File: src/logic/scroll_pkg.sv
/*
  shared types and constants for the three scroll layers
  maps are 64x64 tiles and every layer shares one pixel format
  a pixel of all ones is treated as transparent by the mixer
*/

package scroll_pkg;

    // palette in 8:4, color in 3:0
    typedef logic [8:0]  pxl_t;
    typedef logic [8:0]  cnt_t;       // vrender, vdump, hdump
    typedef logic [15:0] reg_t;       // scroll control register
    typedef logic [16:0] vram_addr_t; // word address
    typedef logic [22:0] rom_addr_t;  // 32-bit word address
    typedef logic [31:0] rom_word_t;  // pixel p sits in nibble p
    typedef logic [2:0]  layer_t;     // one-hot, bit 0 is layer 1

    localparam pxl_t blank_pxl = 9'h1ff;

    // active part of the line, in hdump units
    localparam cnt_t act_start = 9'd64;
    localparam cnt_t act_end   = 9'd447;

    localparam int line_pixels = 384;
    localparam int map_tiles   = 64;  // per side, all layers

    typedef enum logic [1:0] {
        idle,
        layer1,
        layer2,
        layer3
    } seq_state_t;

endpackage
File: src/logic/tilemap_render.sv
/*
  draws one 384-pixel line of one layer into the line buffer
  tile size follows layer: 8, 16 or 32 pixels, maps wrap at 64 tiles
  vram and rom requests hold select and address until ok
  abort withdraws any open request at once
*/

`timescale 1ns/1ps

module tilemap_render (
    input  logic                   rst,
    input  logic                   clk,
    input  scroll_pkg::cnt_t       vrender,
    input  scroll_pkg::layer_t     layer,
    input  scroll_pkg::reg_t       vram_base,
    input  scroll_pkg::reg_t       hpos,
    input  scroll_pkg::reg_t       vpos,
    input  logic                   start,
    input  logic                   abort,
    input  scroll_pkg::reg_t       vram_data,
    input  logic                   vram_ok,
    input  scroll_pkg::rom_word_t  rom_data,
    input  logic                   rom_ok,
    output logic                   done,
    output scroll_pkg::vram_addr_t vram_addr,
    output logic                   vram_cs,
    output scroll_pkg::rom_addr_t  rom_addr,
    output logic                   rom_cs,
    output logic [8:0]             buf_addr,
    output logic                   buf_wr,
    output scroll_pkg::pxl_t       buf_data
);
    import scroll_pkg::*;

    typedef enum logic [2:0] {r_idle, r_group, r_map, r_rom, r_draw} rend_state_t;

    rend_state_t st;
    logic [1:0]  lay_sz, sz;     // 0 = 8x8, 1 = 16x16, 2 = 32x32
    logic [8:0]  sx;             // screen x
    logic [2:0]  pix;            // nibble within the rom word
    logic        first;
    logic [10:0] hpos_r;
    logic [4:0]  base_hi;
    logic [5:0]  row;
    logic [4:0]  prow;           // pixel row inside the tile
    logic [10:0] code;
    logic [4:0]  pal;
    rom_word_t   word;
    logic [10:0] ys, xs, tile_y, tile_x;
    logic [4:0]  prow_start;
    logic [1:0]  grp;            // 8-pixel group inside the tile
    logic        need_map;

    function automatic logic [10:0] pos_mask(input logic [1:0] s);
        return 11'((map_tiles << (3 + s)) - 1);
    endfunction

    // code * s*s/8 + prow * s/8 + grp
    function automatic rom_addr_t rom_word_addr(input logic [10:0] c, input logic [4:0] r,
                                                input logic [1:0] g, input logic [1:0] s);
        case (s)
            2'd0:    return rom_addr_t'({c, r[2:0]});
            2'd1:    return rom_addr_t'({c, r[3:0], g[0]});
            default: return rom_addr_t'({c, r, g});
        endcase
    endfunction

    always_comb begin
        case (layer)
            3'b010:  lay_sz = 2'd1;
            3'b100:  lay_sz = 2'd2;
            default: lay_sz = 2'd0;
        endcase
    end

    assign ys         = (11'(vrender) + vpos[10:0]) & pos_mask(lay_sz);
    assign tile_y     = ys >> (3 + lay_sz);
    assign prow_start = 5'(ys & ((11'd8 << lay_sz) - 11'd1));
    assign xs         = (11'(sx) + hpos_r) & pos_mask(sz);
    assign tile_x     = xs >> (3 + sz);

    always_comb begin
        case (sz)
            2'd0:    grp = 2'd0;
            2'd1:    grp = {1'b0, xs[3]};
            default: grp = xs[4:3];
        endcase
    end

    assign need_map = first | (grp == 2'd0); // new tile column

    always_ff @(posedge clk or posedge rst) begin
        if (rst) begin
            st      <= r_idle;
            sx      <= '0;
            pix     <= '0;
            first   <= 1'b0;
            vram_cs <= 1'b0;
            rom_cs  <= 1'b0;
            buf_wr  <= 1'b0;
            done    <= 1'b0;
        end else begin
            done   <= 1'b0;
            buf_wr <= 1'b0;
            if (abort) begin
                st      <= r_idle;
                vram_cs <= 1'b0;
                rom_cs  <= 1'b0;
            end else if (start) begin
                st      <= r_group;
                sx      <= '0;
                first   <= 1'b1;
                vram_cs <= 1'b0;
                rom_cs  <= 1'b0;
            end else begin
                case (st)
                    r_group: begin
                        if (need_map) begin
                            vram_cs <= 1'b1;
                            st      <= r_map;
                        end else begin
                            rom_cs <= 1'b1;
                            st     <= r_rom;
                        end
                    end
                    r_map: if (vram_ok) begin
                        vram_cs <= 1'b0;
                        rom_cs  <= 1'b1;
                        first   <= 1'b0;
                        st      <= r_rom;
                    end
                    r_rom: if (rom_ok) begin
                        rom_cs <= 1'b0;
                        pix    <= xs[2:0]; // first group may start mid-word
                        st     <= r_draw;
                    end
                    r_draw: begin
                        buf_wr <= 1'b1;
                        sx     <= sx + 9'd1;
                        pix    <= pix + 3'd1;
                        if (sx == 9'(line_pixels - 1)) begin
                            done <= 1'b1;
                            st   <= r_idle;
                        end else if (pix == 3'd7) begin
                            st <= r_group;
                        end
                    end
                    default: st <= r_idle;
                endcase
            end
        end
    end

    always_ff @(posedge clk) begin
        if (start) begin
            sz      <= lay_sz;
            hpos_r  <= hpos[10:0];
            base_hi <= vram_base[15:11];
            row     <= tile_y[5:0];
            prow    <= prow_start;
        end
        case (st)
            r_group: begin
                if (need_map) begin
                    vram_addr <= {base_hi, row, tile_x[5:0]};
                end else begin
                    rom_addr <= rom_word_addr(code, prow, grp, sz);
                end
            end
            r_map: if (vram_ok) begin
                pal      <= vram_data[15:11];
                code     <= vram_data[10:0];
                rom_addr <= rom_word_addr(vram_data[10:0], prow, grp, sz);
            end
            r_rom: if (rom_ok) begin
                word <= rom_data;
            end
            r_draw: begin
                buf_addr <= sx + act_start;
                buf_data <= {pal, word[{pix, 2'b00} +: 4]};
            end
            default: ;
        endcase
    end

endmodule

File: config.mk
export PLATFORM = sky130hd
export DESIGN_NAME = tilemap_render
export DESIGN_NICKNAME = d
export VERILOG_FILES = /design/src/logic/scroll_pkg.sv /design/src/logic/tilemap_render.sv
export SDC_FILE = /design/constraint.sdc
export NUM_CORES = 1
export LEC_CHECK = 0
export ABC_AREA = 1
export BUFFER_PORTS_ARGS = -buffer_cell sky130_fd_sc_hd__buf_2
export CAP_MARGIN = 5
export CORE_ASPECT_RATIO = 0.7
export CORE_MARGIN = 3
export CORE_UTILIZATION = 49
export CTS_CLUSTER_DIAMETER = 200
export CTS_CLUSTER_SIZE = 8
export DETAILED_ROUTE_END_ITERATION = 6
export PLACE_DENSITY = 0.77
export SYNTH_ARGS = -nofsm -noshare
export SYNTH_HDL_FRONTEND = slang
export SYNTH_SLANG_ARGS = --single-unit
File: constraint.sdc
create_clock -name clk -period 3 [get_ports clk]
set_input_delay 0.15 -clock clk [delete_from_list [all_inputs] [get_ports clk]]
set_output_delay 0.15 -clock clk [all_outputs]
set_load 0.005 [all_outputs]
==> metrics.cfg <==
[outcome]
status=finished clean

[die]
core_area_sq_um=14230
start_util_pct=51.12
die_h_um=108.0
rows=36
die_w_um=151.6
dieArea_sq_um=16370
ioPinCount=176

[power_and_ir_drop]
peakVddDrop_v=0.0004506
cellInternalPower_mw=3.907
pwr-share-clk_pct=39.3
p_comb_share_pct=14.0
swShare_pct=26.83
cellLeakagePower_nw=4.122
seqPwrFrac_pct=46.8
power.total_mw=5.340
p_per_area_nw_per_um2=563.7
power_switching_mw=1.433

[clocking]
clockBufferDepth=2
cts_root_buf=clkbuf_16
clock-sinks=150
htree_levels=4
postCtsSetupBuffers=0
cts_buffers=17
cts_tree=built
cts.reportedPaths.clkPinSlew_ns=0.06
clk_latency_ns=0.43

[sta]
whs_ns=0.04700
report.final.hold_viol_count=0
worst_pin_slew_ns=0.8496
setup_tns_ns=0
layout_setup_ws_ns=0.3752
rsz0062_at_grt=no
slew_viol_final=0
fin_crit_sh_pct=87.49
max_freq_mhz=381.0
setup_viol_count_final=0
fin_crit_ns=2.625
finClkSkew_ns=0.01646
relSlewSlack_pct=43.30

[setup_path]
crit_chain=ha_1 -> fa_1 -> nand2_1 -> nand2_1 -> nand3_1 -> nand3_1 -> nand2_1 -> nand3_1 -> nand2_2 -> nor2_2 -> nor2_1 -> buf_4
rrSetupSlack_ns=0.38
critPathMaxStageDelay_ns=0.45
crit_start=sx[0]$_DFFE_PP0P_
cp_slowest_cell=dfrtp_1
crit_required_ns=3.10
criticalPathCategory=reg -> reg
crit_path_end_kind=flop
crit_fanout=18
worstSetupStartpointType=flop
r2r-start=sx[0]$_DFFE_PP0P_
arrival_ns=2.72

[finish]
fin_nets=1078
drive_gt1_share_pct=22.00
final_common_cell=buf_2
post-route-util_pct=66.55
final_cells=1140
mostFrequentLayoutCells=buf_2, nand2_1, edfxtp_1
syn_to_final_growth_pct=30.20
antenna_cells=0
final_area_sq_um=9473

[synth]
syn_inst=707
syn_avg_cell_area_sq_um=10.29
async_reset_ff_share_pct=13.33
yosysWarningCount=0
synth_top_flop_cell=edfxtp_1
ys_types=43
synth-seq-cells=150
synth_edf_count=130
synth_area_sq_um=7276
synth_seq_area_share_pct=60.53

[route]
routedWlPerCell_um=15.69
routed_wirelength_um=17890
vias_per_cell=5.226
postRouteAntennaNets=0
vias=5958
drc=0
initialDrtViolationCount=587
dr.pass1.iters=6

[place]
dp_cells=1043
gp_congestion=0.9407
dpl_cell_area_sq_um=8240
dp_slack_ns=0.4190
io_buffers=149
hpwl_um=12000

[grt]
grt_pass1_wl_um=28610
grt_usage_pct=22.56
grt_pass1_vias=5843
grt_start_max_net_pins=33
antenna_found_initial=0
grt.overflow.total=0

[worst_hold_path]
min_from=vpos[0]
hold_class=in -> reg

[run]
cap_viol_max_count=0

[layout make-up]
| class | count | area, sq um |
|---|---|---|
| well taps | 190 | 237.7 |
| flip-flops and latches | 150 | 4404 |
| clock buffers | 17 | 425.4 |
| multi-input cells | 464 | 2481 |
| repair buffers | 223 | 1464 |
| fillers | 1116 | 4761 |
| clock inverters | 15 | 156.4 |
| inverters | 81 | 304.0 |
[state kept, by name, indices dropped and copies added (netlist names), 3 cells and up]
signal and count:
sx 9, st 3, word 32, pix 3
pal 5, row 6, vram_addr 17, prow 5
rom_addr 18, buf_addr 9, code 11, buf_data 9
base_hi 5, hpos_r 11
[metal layers]
metal / global-route usage, % / wire length [um] / vias up
met3: 5.907 / 1291 / 21
li1: - / - / 2931
met4: 5.641 / 176 / 0
met1: 30.21 / 8044 / 2771
met5: 0 / 0 / -
met2: 37.07 / 8375 / 235
[cell families (layout without fill, tap and decap cells)]
| family | Yosys count | count (layout) | synth area share, % |
|---|---|---|---|
| flops | 150 | 150 | 60.53 |
| buf+inv | 100 | 336 | 5.761 |
| mux | 1 | 1 | 0.1376 |
| xor+xnor | 7 | 7 | 0.8427 |
| simple gates | 298 | 298 | 17.88 |
| other cells | 2 | 9 | 0.1032 |
| compound gates | 122 | 122 | 9.888 |
| fa+ha+maj | 27 | 27 | 4.850 |
[cell usage after synthesis (7+ instances only)]
master	number	area share [%]
a21oi_1	32	2.2
a221oi_1	11	1.3
buf_2	8	0.55
dfrtp_1	20	6.9
edfxtp_1	130	54
ha_1	25	4.3
inv_1	76	3.9
nand2_1	142	7.3
nand3_1	61	4.2
nand4_1	7	0.60
nor2_1	67	3.5
o21ai_0	36	2.5
o21ai_1	7	0.48
o22ai_1	16	1.4
[critical path: cells and delay by family, from the launching register on]
kind / cells / cell delay (ns)
flip-flops: 1 / 0.45
buffers and inverters: 1 / 0.27
AND/OR/NAND/NOR: 9 / 0.85
adder cells (fa/ha/maj): 2 / 0.72
[final timing paths]
path / endpoint / depth (start not counted)
worst max-delay path: rom_addr[8]$_DFFE_PP_ / 12
worst min-delay path: prow[0]$_DFFE_PP_ / 2
worst max register to register: rom_addr[8]$_DFFE_PP_ / 12
worst min register to register: vram_addr[7]$_DFFE_PP_ / 0
max in group asynchronous: first$_DFFE_PP0P_ / 3
min in group asynchronous: st[2]$_DFFE_PP0P_ / 3
[power by group through the flow]
stage | sequential (mW) | combinational, mW | clock [mW]
finish | 2.50 | 0.746 | 2.10
global route | 2.51 | 0.843 | 2.22
CTS | 2.50 | 0.733 | 2.13
detailed placement | 2.54 | 0.660 | 0
global placement | 2.53 | 0.641 | 0
floorplan | 2.50 | 0.440 | 0
[timing repair]
action / 4_1_cts / 5_1_grt
endpoints found under the hold margin: 84 / 0
resized for setup: 0 / 0
hold buffers: 65 / 0
No activity file was read; power rests on OpenSTA's default activity.
