`config.mk`:
```
export PLATFORM = sky130hd
export DESIGN_NAME = layer_sequencer
export DESIGN_NICKNAME = d
export VERILOG_FILES = /design/src/logic/scroll_pkg.sv /design/src/logic/layer_sequencer.sv
export SDC_FILE = /design/constraint.sdc
export NUM_CORES = 1
export LEC_CHECK = 0
export ABC_AREA = 1
export BUFFER_PORTS_ARGS = -buffer_cell sky130_fd_sc_hd__buf_2
export CORE_AREA = 2 2 71 124
export CTS_CLUSTER_SIZE = 40
export DETAILED_ROUTE_END_ITERATION = 10
export DIE_AREA = 0 0 73 126
export PLACE_DENSITY = 0.83
export SLEW_MARGIN = 5
export SYNTH_ARGS = -nofsm -noshare
export SYNTH_HDL_FRONTEND = slang
export SYNTH_SLANG_ARGS = --single-unit
```
`constraint.sdc`:
```
create_clock -name clk -period 6.9 [get_ports clk]
set_clock_uncertainty 0.05 [all_clocks]
set_input_delay 1.035 -clock clk [delete_from_list [all_inputs] [get_ports clk]]
set_output_delay 1.035 -clock clk [all_outputs]
set_load 0.02 [all_outputs]
```
`src/logic/scroll_pkg.sv`:
```
/*
  shared types and constants for the three scroll layers
  maps are 64x64 tiles and every layer shares one pixel format
  a pixel of all ones is treated as transparent by the mixer
*/

package scroll_pkg;

    // palette in 8:4, color in 3:0
    typedef logic [8:0]  pxl_t;
    typedef logic [8:0]  cnt_t;       // vrender, vdump, hdump
    typedef logic [15:0] reg_t;       // scroll control register
    typedef logic [16:0] vram_addr_t; // word address
    typedef logic [22:0] rom_addr_t;  // 32-bit word address
    typedef logic [31:0] rom_word_t;  // pixel p sits in nibble p
    typedef logic [2:0]  layer_t;     // one-hot, bit 0 is layer 1

    localparam pxl_t blank_pxl = 9'h1ff;

    // active part of the line, in hdump units
    localparam cnt_t act_start = 9'd64;
    localparam cnt_t act_end   = 9'd447;

    localparam int line_pixels = 384;
    localparam int map_tiles   = 64;  // per side, all layers

    typedef enum logic [1:0] {
        idle,
        layer1,
        layer2,
        layer3
    } seq_state_t;

endpackage
```
`src/logic/layer_sequencer.sv`:
```
/*
  runs the shared renderer once per layer after each line start
  a start edge during vblank is ignored, one during a render aborts it
  both buffer halves flip on every accepted start edge
*/

`timescale 1ns/1ps

module layer_sequencer (
    input  logic                rst,
    input  logic                clk,
    input  logic                start,
    input  logic                vb,
    input  scroll_pkg::reg_t    vram1_base,
    input  scroll_pkg::reg_t    vram2_base,
    input  scroll_pkg::reg_t    vram3_base,
    input  scroll_pkg::reg_t    hpos1,
    input  scroll_pkg::reg_t    hpos2,
    input  scroll_pkg::reg_t    hpos3,
    input  scroll_pkg::reg_t    vpos1,
    input  scroll_pkg::reg_t    vpos2,
    input  scroll_pkg::reg_t    vpos3,
    input  logic                sub_done,
    output logic                sub_start,
    output logic                sub_abort,
    output scroll_pkg::layer_t  layer,
    output scroll_pkg::reg_t    vram_base,
    output scroll_pkg::reg_t    hpos,
    output scroll_pkg::reg_t    vpos,
    output logic                rd_half,
    output logic                wr_half
);
    import scroll_pkg::*;

    seq_state_t st;
    logic       last_start;
    logic       launch;     // accepted line start
    logic       step;       // current layer finished
    logic       pre_start;  // registers loaded, start follows

    assign launch    = start & ~last_start & ~vb;
    assign sub_abort = launch & (st != idle);
    assign step      = sub_done & ~launch & (st != idle);

    always_comb begin
        case (st)
            layer1:  layer = 3'b001;
            layer2:  layer = 3'b010;
            layer3:  layer = 3'b100;
            default: layer = 3'b000;
        endcase
    end

    always_ff @(posedge clk or posedge rst) begin
        if (rst) begin
            st         <= idle;
            last_start <= 1'b0;
            pre_start  <= 1'b0;
            sub_start  <= 1'b0;
            rd_half    <= 1'b0;
            wr_half    <= 1'b1;
        end else begin
            last_start <= start;
            if (launch) begin
                rd_half   <= ~rd_half;
                wr_half   <= ~wr_half;
                st        <= layer1;
                pre_start <= 1'b1;
                sub_start <= 1'b0; // drop any start still pending
            end else begin
                sub_start <= pre_start;
                pre_start <= 1'b0;
                if (step) begin
                    case (st)
                        layer1: begin
                            st        <= layer2;
                            pre_start <= 1'b1;
                        end
                        layer2: begin
                            st        <= layer3;
                            pre_start <= 1'b1;
                        end
                        default: st <= idle;
                    endcase
                end
            end
        end
    end

    // per-layer registers, held for the whole render
    always_ff @(posedge clk) begin
        if (launch) begin
            vram_base <= vram1_base;
            hpos      <= hpos1;
            vpos      <= vpos1;
        end else if (step && st == layer1) begin
            vram_base <= vram2_base;
            hpos      <= hpos2;
            vpos      <= vpos2;
        end else if (step && st == layer2) begin
            vram_base <= vram3_base;
            hpos      <= hpos3;
            vpos      <= vpos3;
        end
    end

endmodule

```
==> metrics list, run 1 <==
- Number of distinct library cell variants in the gate-level netlist after synthesis: 19
* Max-slew headroom at the worst pin: approximately 18%
* Pins Over Slew Limit: 0
- Clock tree synthesis found a total of 55 sinks.
- Area of the core: between 8000 and 9000 µm²
- Detailed placement finished with a half-perimeter wire length of 6550 µm.
- The critical path in this run is classified as in2reg.
- Counting flops and latches in the post-synthesis netlist gives 55.
- In this run the count of I/O pins placed on the die edge is 204.
- Number of buffers and inverters on the critical path: 2
* Leakage power: between 2 and 2.5 nW
* Top cell types by occurrence after synthesis: sky130_fd_sc_hd__nand2_1, sky130_fd_sc_hd__nand3_1, sky130_fd_sc_hd__edfxtp_1, sky130_fd_sc_hd__nand4_1, sky130_fd_sc_hd__inv_1
- Hold bufs inserted after CTS: 0
- Once placement finished, the instance area stood at 4210 µm².
- Clk slew on worst S/H paths: roughly 0.07 ns
- In this run the tool buffered the top-level ports with between 200 and 250 buffer cells.
- VDD sags by at most about 210 µV.
* Data arrival time of the worst path: between 4 and 5 ns
- The worst setup path is captured at a flop.
- Post-synthesis net count: ~560
- Dominant cell by count in the synthesized netlist: sky130_fd_sc_hd__nand2_1
- Cell area after synthesis: approximately 3200 µm²
- Number of flops mapped to enable cells by yosys: between 40 and 50
* Worst-margin pin slew: around 1.2 ns
* Post-detailed-route wirelength per cell: about 14 µm
* Total via count after detailed routing: ~3,500
* Register area share after synthesis: between 50% and 60%
- The run finished with clean final reports.
- GRT Residual Overflow: 0
- Die area: just over 9000 µm²
* DRC marker count from the first detailed-route iteration: around 280
- In this run the number of H-tree levels came out at 2.
* Gate Count Post-Synth: roughly 400
- Critical path's slowest cell: sky130_fd_sc_hd__nand2_2
* Yosys top cell by area: sky130_fd_sc_hd__edfxtp_1
- In this run the vertical extent of the chip is roughly 130 µm.
* Overall Power: ~1.3 mW
* Commonest register cell after synthesis: sky130_fd_sc_hd__edfxtp_1
- The repair_antennas step left the layout with diodes totalling 0.
- Chain of cells forming the critical path: buf_2 > inv_2 > nor2_4 > nand3_2 > nand2_2
- For this run, the top clock speed supported by timing is between 200 and 250 MHz.
- Top cell type's share of synthesized area: ~45%
* Horizontal extent of the die: roughly 73 µm
- Excluding fillers, the count of instances in the completed layout stands at 676.
* Total power divided by cell area: between 200 and 300 nW/µm²
- Of the cells placed in the final design, the portion with a size suffix greater than 1 is between 40% and 50%.
- Synthesis-to-finish area growth: 35.2%
* Placement row count: between 40 and 50
- In the final design database the tool counted between 700 and 800 nets.
- The Yosys step of the flow raised 0 warnings.
- Count of endpoints failing setup in the final report: 0
- Measured on the finished design, the core utilization comes to about 53%.
- Cell types occupying the most area after synthesis: sky130_fd_sc_hd__edfxtp_1, sky130_fd_sc_hd__nand2_1, sky130_fd_sc_hd__nand4_1, sky130_fd_sc_hd__nand3_1, sky130_fd_sc_hd__dfrtp_1
- The final hold violation count came to 0.
* Maxcap violations: 0
- Period utilisation layout: 66.5%
- In this run the remaining antenna-violating nets after routing total 0.
- Resized cells post-CTS: 0
- Critical Path Max Stage Delay: 1.29 ns
- For this configuration, the core starts out at a cell density of approximately two fifths.
- In the routed design, unresolved DRC markers number 0.
* Finished Cell Area: 4340 µm²
* Unrepaired setup endpoints after global routing: false
- Entering global routing, the biggest net connects between 100 and 150 pins.
* Number of optimization iterations in the first detailed-route pass: 5
- Clock tree from TritonCTS: done
- Syn Area/Cell: between 7 and 8 µm²
- Antenna violations before repair: 0
- In this design, the largest share of critical-path delay is due to simple AND/OR/NAND/NOR gates.
- The min-delay analysis places its worst path in the category reg2reg.
* Number of buffers between clock root and the deepest sink: 2
- The cell sitting at the root of the clock tree is a sky130_fd_sc_hd__clkbuf_16.
* Final worst path period need: 4.59 ns
- Share of async-settable or async-resettable flops after synthesis: about 13%
* Drt via density: approximately 5.2
- Final weighted congestion of routability-driven global placement: just under 0.9
- Startpoint type of the worst setup path: input port
- Global routing consumed, over all layers together, 20.1% of the routing resources.
* Worst-skew pair later-pin latency: approximately 0.28 ns
* Total Routed Length: between 9000 and 10,000 µm
* Total CTS buffers: 5
- The via count of the first global-routing pass was 3,223.
- For the worst setup path, the data required time is 6.76 ns.
- Final total negative setup slack: 0 ns
* Placed Cells: approximately 670
- The first global-routing pass estimated between 10,000 and 15,000 µm of wire.
* Setup fix buffers added after clock tree synthesis: 0
- Critical path fanouts, max: 53
[area by class of cell]
class                   instances  area, µm²
clock buffers                   8        136
fillers                       773       3860
well taps                      92        115
inverters                      57        214
flip-flops and latches         55       1620
repair buffers                204       1020
multi-input cells             260       1240
[worst reg2reg max path, delay by kind of cell, from the launching register on]
kind	cells	cell delay, ns
flops	1	0.38
buf+inv	1	0.09
fa+ha+maj	1	0.24
simple gates	3	3.31
[cell usage in the layout (no fill, tap or decap), drive strengths merged]
master	instances
buf	204
nand2	151
inv	57
nand3	51
nand4	48
edfxtp	48
clkbuf	8
dfrtp	6
ha	4
nor2	3
xnor2	2
o21ai	1
dfstp	1
[metal layers]
metal  vias up  share of wire [%]  GRT usage (%)
met5         -                  0              0
met4         0                2.6           8.28
met3        23                7.5           3.12
met2       206                 55           36.1
met1      1597                 35           22.7
li1       1681                  -              -
[metrics by stage]
stage               setup slack, ns  hold slack (ns)
floorplan                      3.78            0.371
global placement               2.25            0.376
detailed placement             2.05            0.384
CTS                            2.36            0.399
global route                   1.96            0.425
finish                         2.31            0.399
[power breakdown]
group	internal [mW]	total (mW)	switching, mW
clock	0.135	0.241	0.105
combinational	0.151	0.516	0.365
sequential	0.488	0.514	0.0260
total	0.774	1.27	0.497
[kinds of logic after synthesis]
family	count (synthesis)	share of synthesized area (%)
AO/OA/AOI/OAI	1	0.156
XOR/XNOR	2	0.545
adder cells (fa/ha/maj)	4	1.56
buffers and inverters	88	11.5
flip-flops	55	50.4
AND/OR/NAND/NOR	253	35.8
[registers in the layout (all words and copies together), names as in the netlist]
signal,count
sub_start,1
hpos,16
pre_start,1
vram_base,16
last_start,1
vpos,16
rd_half,1
st,2
wr_half,1
[final timing paths]
check | to | cells past startpoint | start | slack (ns)
hold / removal | sub_start$_DFF_PP0_ | 2 | pre_start$_DFF_PP0_ | 0.40
setup / recovery | hpos[14]$_DFFE_PP_ | 5 | sub_done | 2.31
hold reg to reg | sub_start$_DFF_PP0_ | 2 | pre_start$_DFF_PP0_ | 0.40
max in group asynchronous | wr_half$_DFFE_PP1N_ | 2 | rst | 5.90
setup reg to reg | hpos[14]$_DFFE_PP_ | 5 | st[0]$_DFFE_PP0P_ | 2.42
min in group asynchronous | rd_half$_DFFE_PP0N_ | 2 | rst | 0.62
No activity file was read; power rests on OpenSTA's default activity.
==> run 2: changes to the inputs <==
clock period = 4.5 ns   (was 6.9 ns; I/O delays follow)
==> metrics list, run 2 (synthesis results as in run 1) <==
* Unrepaired setup endpoints after global routing: false
- Across the run, the number of max-cap violations was 0.
- Among the stages of the critical path, the cell type that occurs most often is sky130_fd_sc_hd__inv_2.
- Global routing finished with a remaining overflow of 0.
* Number of antenna cells inserted: 0
* Post-detailed-route wirelength per cell: about 14 µm
* Total Routed Length: between 9000 and 10,000 µm
- Min-delay worst type: in2async
- Number of optimization iterations in the first detailed-route pass: 5
- Setup total negative slack on the finished layout was measured at 0 ns.
* Critical path's slowest cell: sky130_fd_sc_hd__nand2_2
- The via count of the first global-routing pass is ~3,500.
- In this run, post-CTS repair resized a total of 0 instances.
- Placed Cells: ~670
- Effective utilization at floorplan: roughly 39%
- STA classifies the critical path endpoint as a flop.
* Overall routing resource usage: around a fifth
- Leaving out fill and tap cells, the most frequent cell in the layout is sky130_fd_sc_hd__buf_2.
* Minimum setup slack among reg-to-reg paths: between 2 and 2.5 ns
* Leakage power: 2.39 nW
- Based on the critical path, the design can be clocked at up to between 300 and 400 MHz.
- Result of the run: finished, final reports clean
* Delay-heaviest family, CP: simple AND/OR/NAND/NOR gates
- At the worst endpoint, the required time is between 4 and 5 ns.
- DRC marker count from the first detailed-route iteration: ~200
* R2R cell count: 5
* Top Ports: about 200
* Global-route wire length before repair: between 15,000 and 20,000 µm
- Total via count after detailed routing: between 3,000 and 4,000
* Clk slew on worst S/H paths: ~0.070 ns
* Final worst path period need: between 2 and 3 ns
* Critical Path Max Stage Delay: about 0.78 ns
- Leaving out filler cells and counting taps, the final layout contains between 600 and 700.
* Total power divided by cell area: ~450 nW/µm²
* Placement row count: 44
* Die area: ~9000 µm²
- TritonCTS built the clock tree.
* Largest net degree at the start of global routing: between 50 and 60
- Total CTS buffers: 5
- CTS H-Tree Depth: 2
- DRC violations left: 0
- From synthesis to final layout, the design area changed by 36.3%.
- The die is 126 µm tall.
* Chain of cells forming the critical path: buf_2 > inv_2 > nand3_4 > nand2_1 > inv_2 > nand2_2
* Setup slack after placement: approximately 1.6 ns
- At the pin with the least slew margin, the transition time is about 1.1 ns.
* Max-slew headroom at the worst pin: roughly 27%
* Final weighted congestion of routability-driven global placement: ~0.89
* Period utilisation layout: between 50 and 60%
* Origin of the critical flop-to-flop path: last_start$_DFF_PP0_
- Clock root buffer: sky130_fd_sc_hd__clkbuf_16
- Clock latency on the worst-skew pair, taken at its later pin, is 0.29 ns.
- The number of antenna violations at the first check in global routing was 0.
- Critical path fanouts, max: 55
- Highest-count cells in the layout ignoring fill and taps: sky130_fd_sc_hd__buf_2, sky130_fd_sc_hd__nand2_1, sky130_fd_sc_hd__nand3_1
* Worst setup path category: in2reg
- Post-Route Utilization: 53.4%
* Number of buffers between clock root and the deepest sink: 2
- After layout, the worst setup slack is between 1.5 and 2 ns.
* Num Clock Sinks: 55
* Hold Violations, Final: 0
- Drt via density: 5.13
* Registers with the highest flip-flop counts: hpos: 16 flops, vpos: 16 flops, vram_base: 16 flops
* Share of layout cells above drive strength 1: about 40%
* Fill cells: a little under 800
- Net count reported at finish: between 700 and 800
* Pins Over Slew Limit: 0
- Startpoint type of the worst setup path: input port
* IO buf count: around 200
* Peak supply drop: 433 µV
- Post-detail-place hpwl: 7070 µm
* Horizontal extent of the die: 73 µm
* Endpoint of the worst-slack reg-to-reg timing path: vram_base[1]$_DFFE_PP_
- In this run the standard cell core region covers ~8200 µm².
* Number of buffers and inverters on the critical path: 3
- Hold bufs inserted after CTS: 0
- At the worst endpoint, the arrival time is 2.39 ns.
- Number of nets with antenna violations after detailed routing: 0
- Post-CTS timing repair inserted 0 buffers for setup.
- Count of endpoints failing setup in the final report: 0
## run 2: cell types whose count changed in the layout (fill, tap and decap cells not counted)
cell                       delta
sky130_fd_sc_hd__buf_4        +3
sky130_fd_sc_hd__clkbuf_8     +1
sky130_fd_sc_hd__clkinv_2     +1
sky130_fd_sc_hd__clkbuf_1     -2
## run 2: routing by layer
metal  GRT usage (%)  share of wire, %  up-vias
li1                -                 -     1689
met1            21.5                35     1565
met2            38.6                53      185
met3            4.00               6.3       43
met4            13.2               5.0        0
met5               0                 0        -
## run 2: layout make-up
class	count	area, µm²	share of cell area, %
flip-flops and latches	55	1620	37.0
multi-input cells	260	1240	28.2
repair buffers	207	1050	23.9
inverters	57	214	4.89
clock inverters	1	5.00	0.114
well taps	92	115	2.63
clock buffers	7	143	3.26
## run 2: where the power goes
| group | switching [mW] | leakage (nW) | internal (mW) |
|---|---|---|---|
| Combinational | 0.559 | 1.78 | 0.236 |
| Clock | 0.167 | 0.0739 | 0.221 |
| Sequential | 0.0443 | 0.536 | 0.748 |
| Total | 0.770 | 2.39 | 1.21 |
## run 2: worst max-delay path by stage
stage / startpoint / end / slack, ns / cells past startpoint
floorplan: vb / hpos[0]$_DFFE_PP_ / 1.74 / 7
global placement: vb / hpos[8]$_DFFE_PP_ / 1.70 / 6
detailed placement: vb / hpos[9]$_DFFE_PP_ / 1.62 / 6
CTS: vb / hpos[9]$_DFFE_PP_ / 1.94 / 6
global route: vb / vram_base[1]$_DFFE_PP_ / 1.75 / 6
finish: vb / vram_base[1]$_DFFE_PP_ / 1.96 / 6
## run 2: stage by stage
stage               power (mW)  hold WS [ns]  area (µm²)
finish                    1.98         0.254        4380
global route              2.09         0.282        4380
CTS                       1.99         0.252        4380
detailed placement        1.60         0.381        4230
global placement          1.58         0.375        4230
floorplan                 1.33         0.371        3210
## run 2: worst reg2reg max path: stages (launching register included)
cell	delay (ns)
sky130_fd_sc_hd__dfrtp_1	0.38
sky130_fd_sc_hd__inv_2	0.07
sky130_fd_sc_hd__nand3_4	0.42
sky130_fd_sc_hd__nand2_1	0.26
sky130_fd_sc_hd__inv_2	0.06
sky130_fd_sc_hd__nand2_2	0.78
==> run 3: changes to the inputs <==
CORE_AREA = 2 2 72 126   (was 2 2 71 124)
DIE_AREA = 0 0 74 128   (was 0 0 73 126)
PLACE_DENSITY = 0.84   (was 0.83)
clock period = 2 ns   (was 4.5 ns; I/O delays follow)
==> metrics list, run 3 (synthesis results as in run 1) <==
- In this run the number of H-tree levels came out at 2.
- Hold Violations, Final: 0
- Number of optimization iterations in the first detailed-route pass: 4
- Origin of the critical flop-to-flop path: st[0]$_DFFE_PP0P_
- Crit. End Element: primary output
* Leading cell type in the layout, fill and taps excluded: sky130_fd_sc_hd__buf_2
- Number of global-route vias before repair: about 3,200
- The die covers between 9000 and 10,000 µm².
- Entering global routing, the biggest net connects between 50 and 60 pins.
- Data arrives at the worst endpoint at ~1.5 ns.
* Worst-skew pair later-pin latency: 0.28 ns
- Horizontal extent of the die: ~74 µm
- Max-slew headroom at the worst pin: 45.1%
- Compared with the post-synthesis result, the final layout area differs by 39.4%.
- 204 I/O pins were placed.
- Clk slew on worst S/H paths: about 0.070 ns
* Drt via density: between 4 and 5
- At the pin with the least slew margin, the transition time is ~0.82 ns.
- Sink of the worst hold path: last_start$_DFF_PP0_
- Summed over all cells, the static leakage comes to ~2.4 nW.
- Of the cells placed in the final design, the portion with a size suffix greater than 1 is 41.6%.
* Clock tree from TritonCTS: done
- For the worst setup path, the data required time is approximately 1.7 ns.
* Placement row count: 45
- Number of buffers and inverters on the critical path: 3
- Critical path's slowest cell: sky130_fd_sc_hd__dfrtp_1
- Stages on the worst setup path: 4
- Overall routing resource usage: between 20% and 30%
- CP Launch Point: st[1]$_DFFE_PP0P_
- Detailed placement finished with a half-perimeter wire length of between 7000 and 8000 µm.
* Setup slack after placement: approximately 0.23 ns
- Critical path fanouts, max: 23
- Count of endpoints failing setup in the final report: 0
- In the final layout, the registers with the most flip-flops are hpos: 16 flops, vpos: 16 flops, vram_base: 16 flops.
* Worst hold path startpoint: start
* Worst setup path category: reg2out
* Startpoint type of the worst setup path: flop
- After detailed routing, the average wire length per cell comes to 13.8 µm.
- Peak supply drop: 819 µV
* Total Routed Length: between 9000 and 10,000 µm
* GRT Residual Overflow: 0
- Minimum setup slack among reg-to-reg paths: about 0.24 ns
- The number of clock buffers added by TritonCTS is 5.
- Number of nets with antenna violations after detailed routing: 0
- Min-Delay Path Depth: 1
- 0 antenna diodes ended up in the layout.
- Final total negative setup slack: 0 ns
* Worst Slack Setup Final: approximately 0.13 ns
* Delay-heaviest family, CP: buffers and inverters
* IO buf count: between 200 and 250
* Maxcap violations: 0
- The worst path uses between 90% and 100% of the clock period.
- For this block, the initial DRC count from the detailed router was a little over 200.
- Number of buffers between clock root and the deepest sink: 2
- Walking the worst path, the cells encountered are inv_1 > ha_2 > buf_4 > buf_2.
* Highest-count cells in the layout ignoring fill and taps: sky130_fd_sc_hd__buf_2, sky130_fd_sc_hd__nand2_1, sky130_fd_sc_hd__nand3_1
* Result of the run: finished, final reports clean
* Unrepaired setup endpoints after global routing: false
* Num Clock Sinks: 55
- Endpoint of the worst-slack reg-to-reg timing path: vpos[15]$_DFFE_PP_
- DRC violations left: 0
- Resized cells post-CTS: 0
- The number of antenna violations at the first check in global routing is 0.
* Pins Over Slew Limit: 0
- The final route contains 3,450 vias.
- For this run, the top clock speed supported by timing is 536 MHz.
- Area of the core: ~8500 µm²
- Critical Path Max Stage Delay: 0.40 ns
- Once layout is complete, the utilization of the core stands at between 50% and 60%.
- For the worst flop-to-flop path, the logic depth is 8.
- Clock root buffer: sky130_fd_sc_hd__clkbuf_16
* Effective utilization at floorplan: 37.8%
- Final weighted congestion of routability-driven global placement: between 0.8 and 0.9
* Total power divided by cell area: between 1000 and 1500 nW/µm²
* Final worst path period need: between 1.5 and 2 ns
- The die is roughly 130 µm tall.
- At the end of the flow, the number of nets in the layout was 746.
- Min-delay worst type: in2reg
* Global-route wire length before repair: ~15,000 µm
run 3: area by class of cell:
cell class | instances | area, µm²
multi-input cells | 260 | 1240
inverters | 57 | 214
flip-flops and latches | 55 | 1620
fillers | 791 | 4020
repair buffers | 214 | 1110
well taps | 117 | 146
clock inverters | 3 | 20.0
clock buffers | 5 | 125
run 3: report_power, final:
| group | leakage (nW) | switching, mW | internal (mW) | total [mW] |
|---|---|---|---|---|
| Combinational | 1.82 | 1.29 | 0.602 | 1.90 |
| Clock | 0.0658 | 0.394 | 0.462 | 0.857 |
| Sequential | 0.536 | 0.0924 | 1.67 | 1.76 |
| Total | 2.42 | 1.78 | 2.74 | 4.52 |
run 3: timing repair:
action / 4_1_cts / 5_1_grt
hold buffers: 1 / 0
hold endpoints to repair: 6 / 0
buffers inserted: 0 / 0
run 3: worst max path at each step:
stage	endpoint
2_1_floorplan	hpos[0]$_DFFE_PP_
3_3_place_gp	hpos[2]$_DFFE_PP_
3_5_place_dp	vpos[8]$_DFFE_PP_
4_1_cts	layer[0]
5_1_grt	layer[0]
6_report	layer[0]
run 3: layer usage:
| layer | GRT usage [%] | vias up | wire [µm] |
|---|---|---|---|
| li1 | - | 1699 | - |
| met2 | 36.1 | 167 | 5200 |
| met1 | 23.2 | 1556 | 3750 |
| met5 | 0 | - | 0 |
| met4 | 10.3 | 0 | 353 |
| met3 | 3.46 | 28 | 538 |
run 3: stage by stage:
step | hold slack [ns] | area (µm²) | instances | power [mW]
after floorplan | 0.0527 | 3220 | 403 | 2.98
after global placement | 0.182 | 4320 | 702 | 3.63
after detailed placement | 0.186 | 4320 | 702 | 3.70
after CTS | 0.107 | 4480 | 711 | 4.56
after global routing | 0.104 | 4480 | 711 | 4.78
final | 0.118 | 4480 | 711 | 4.52
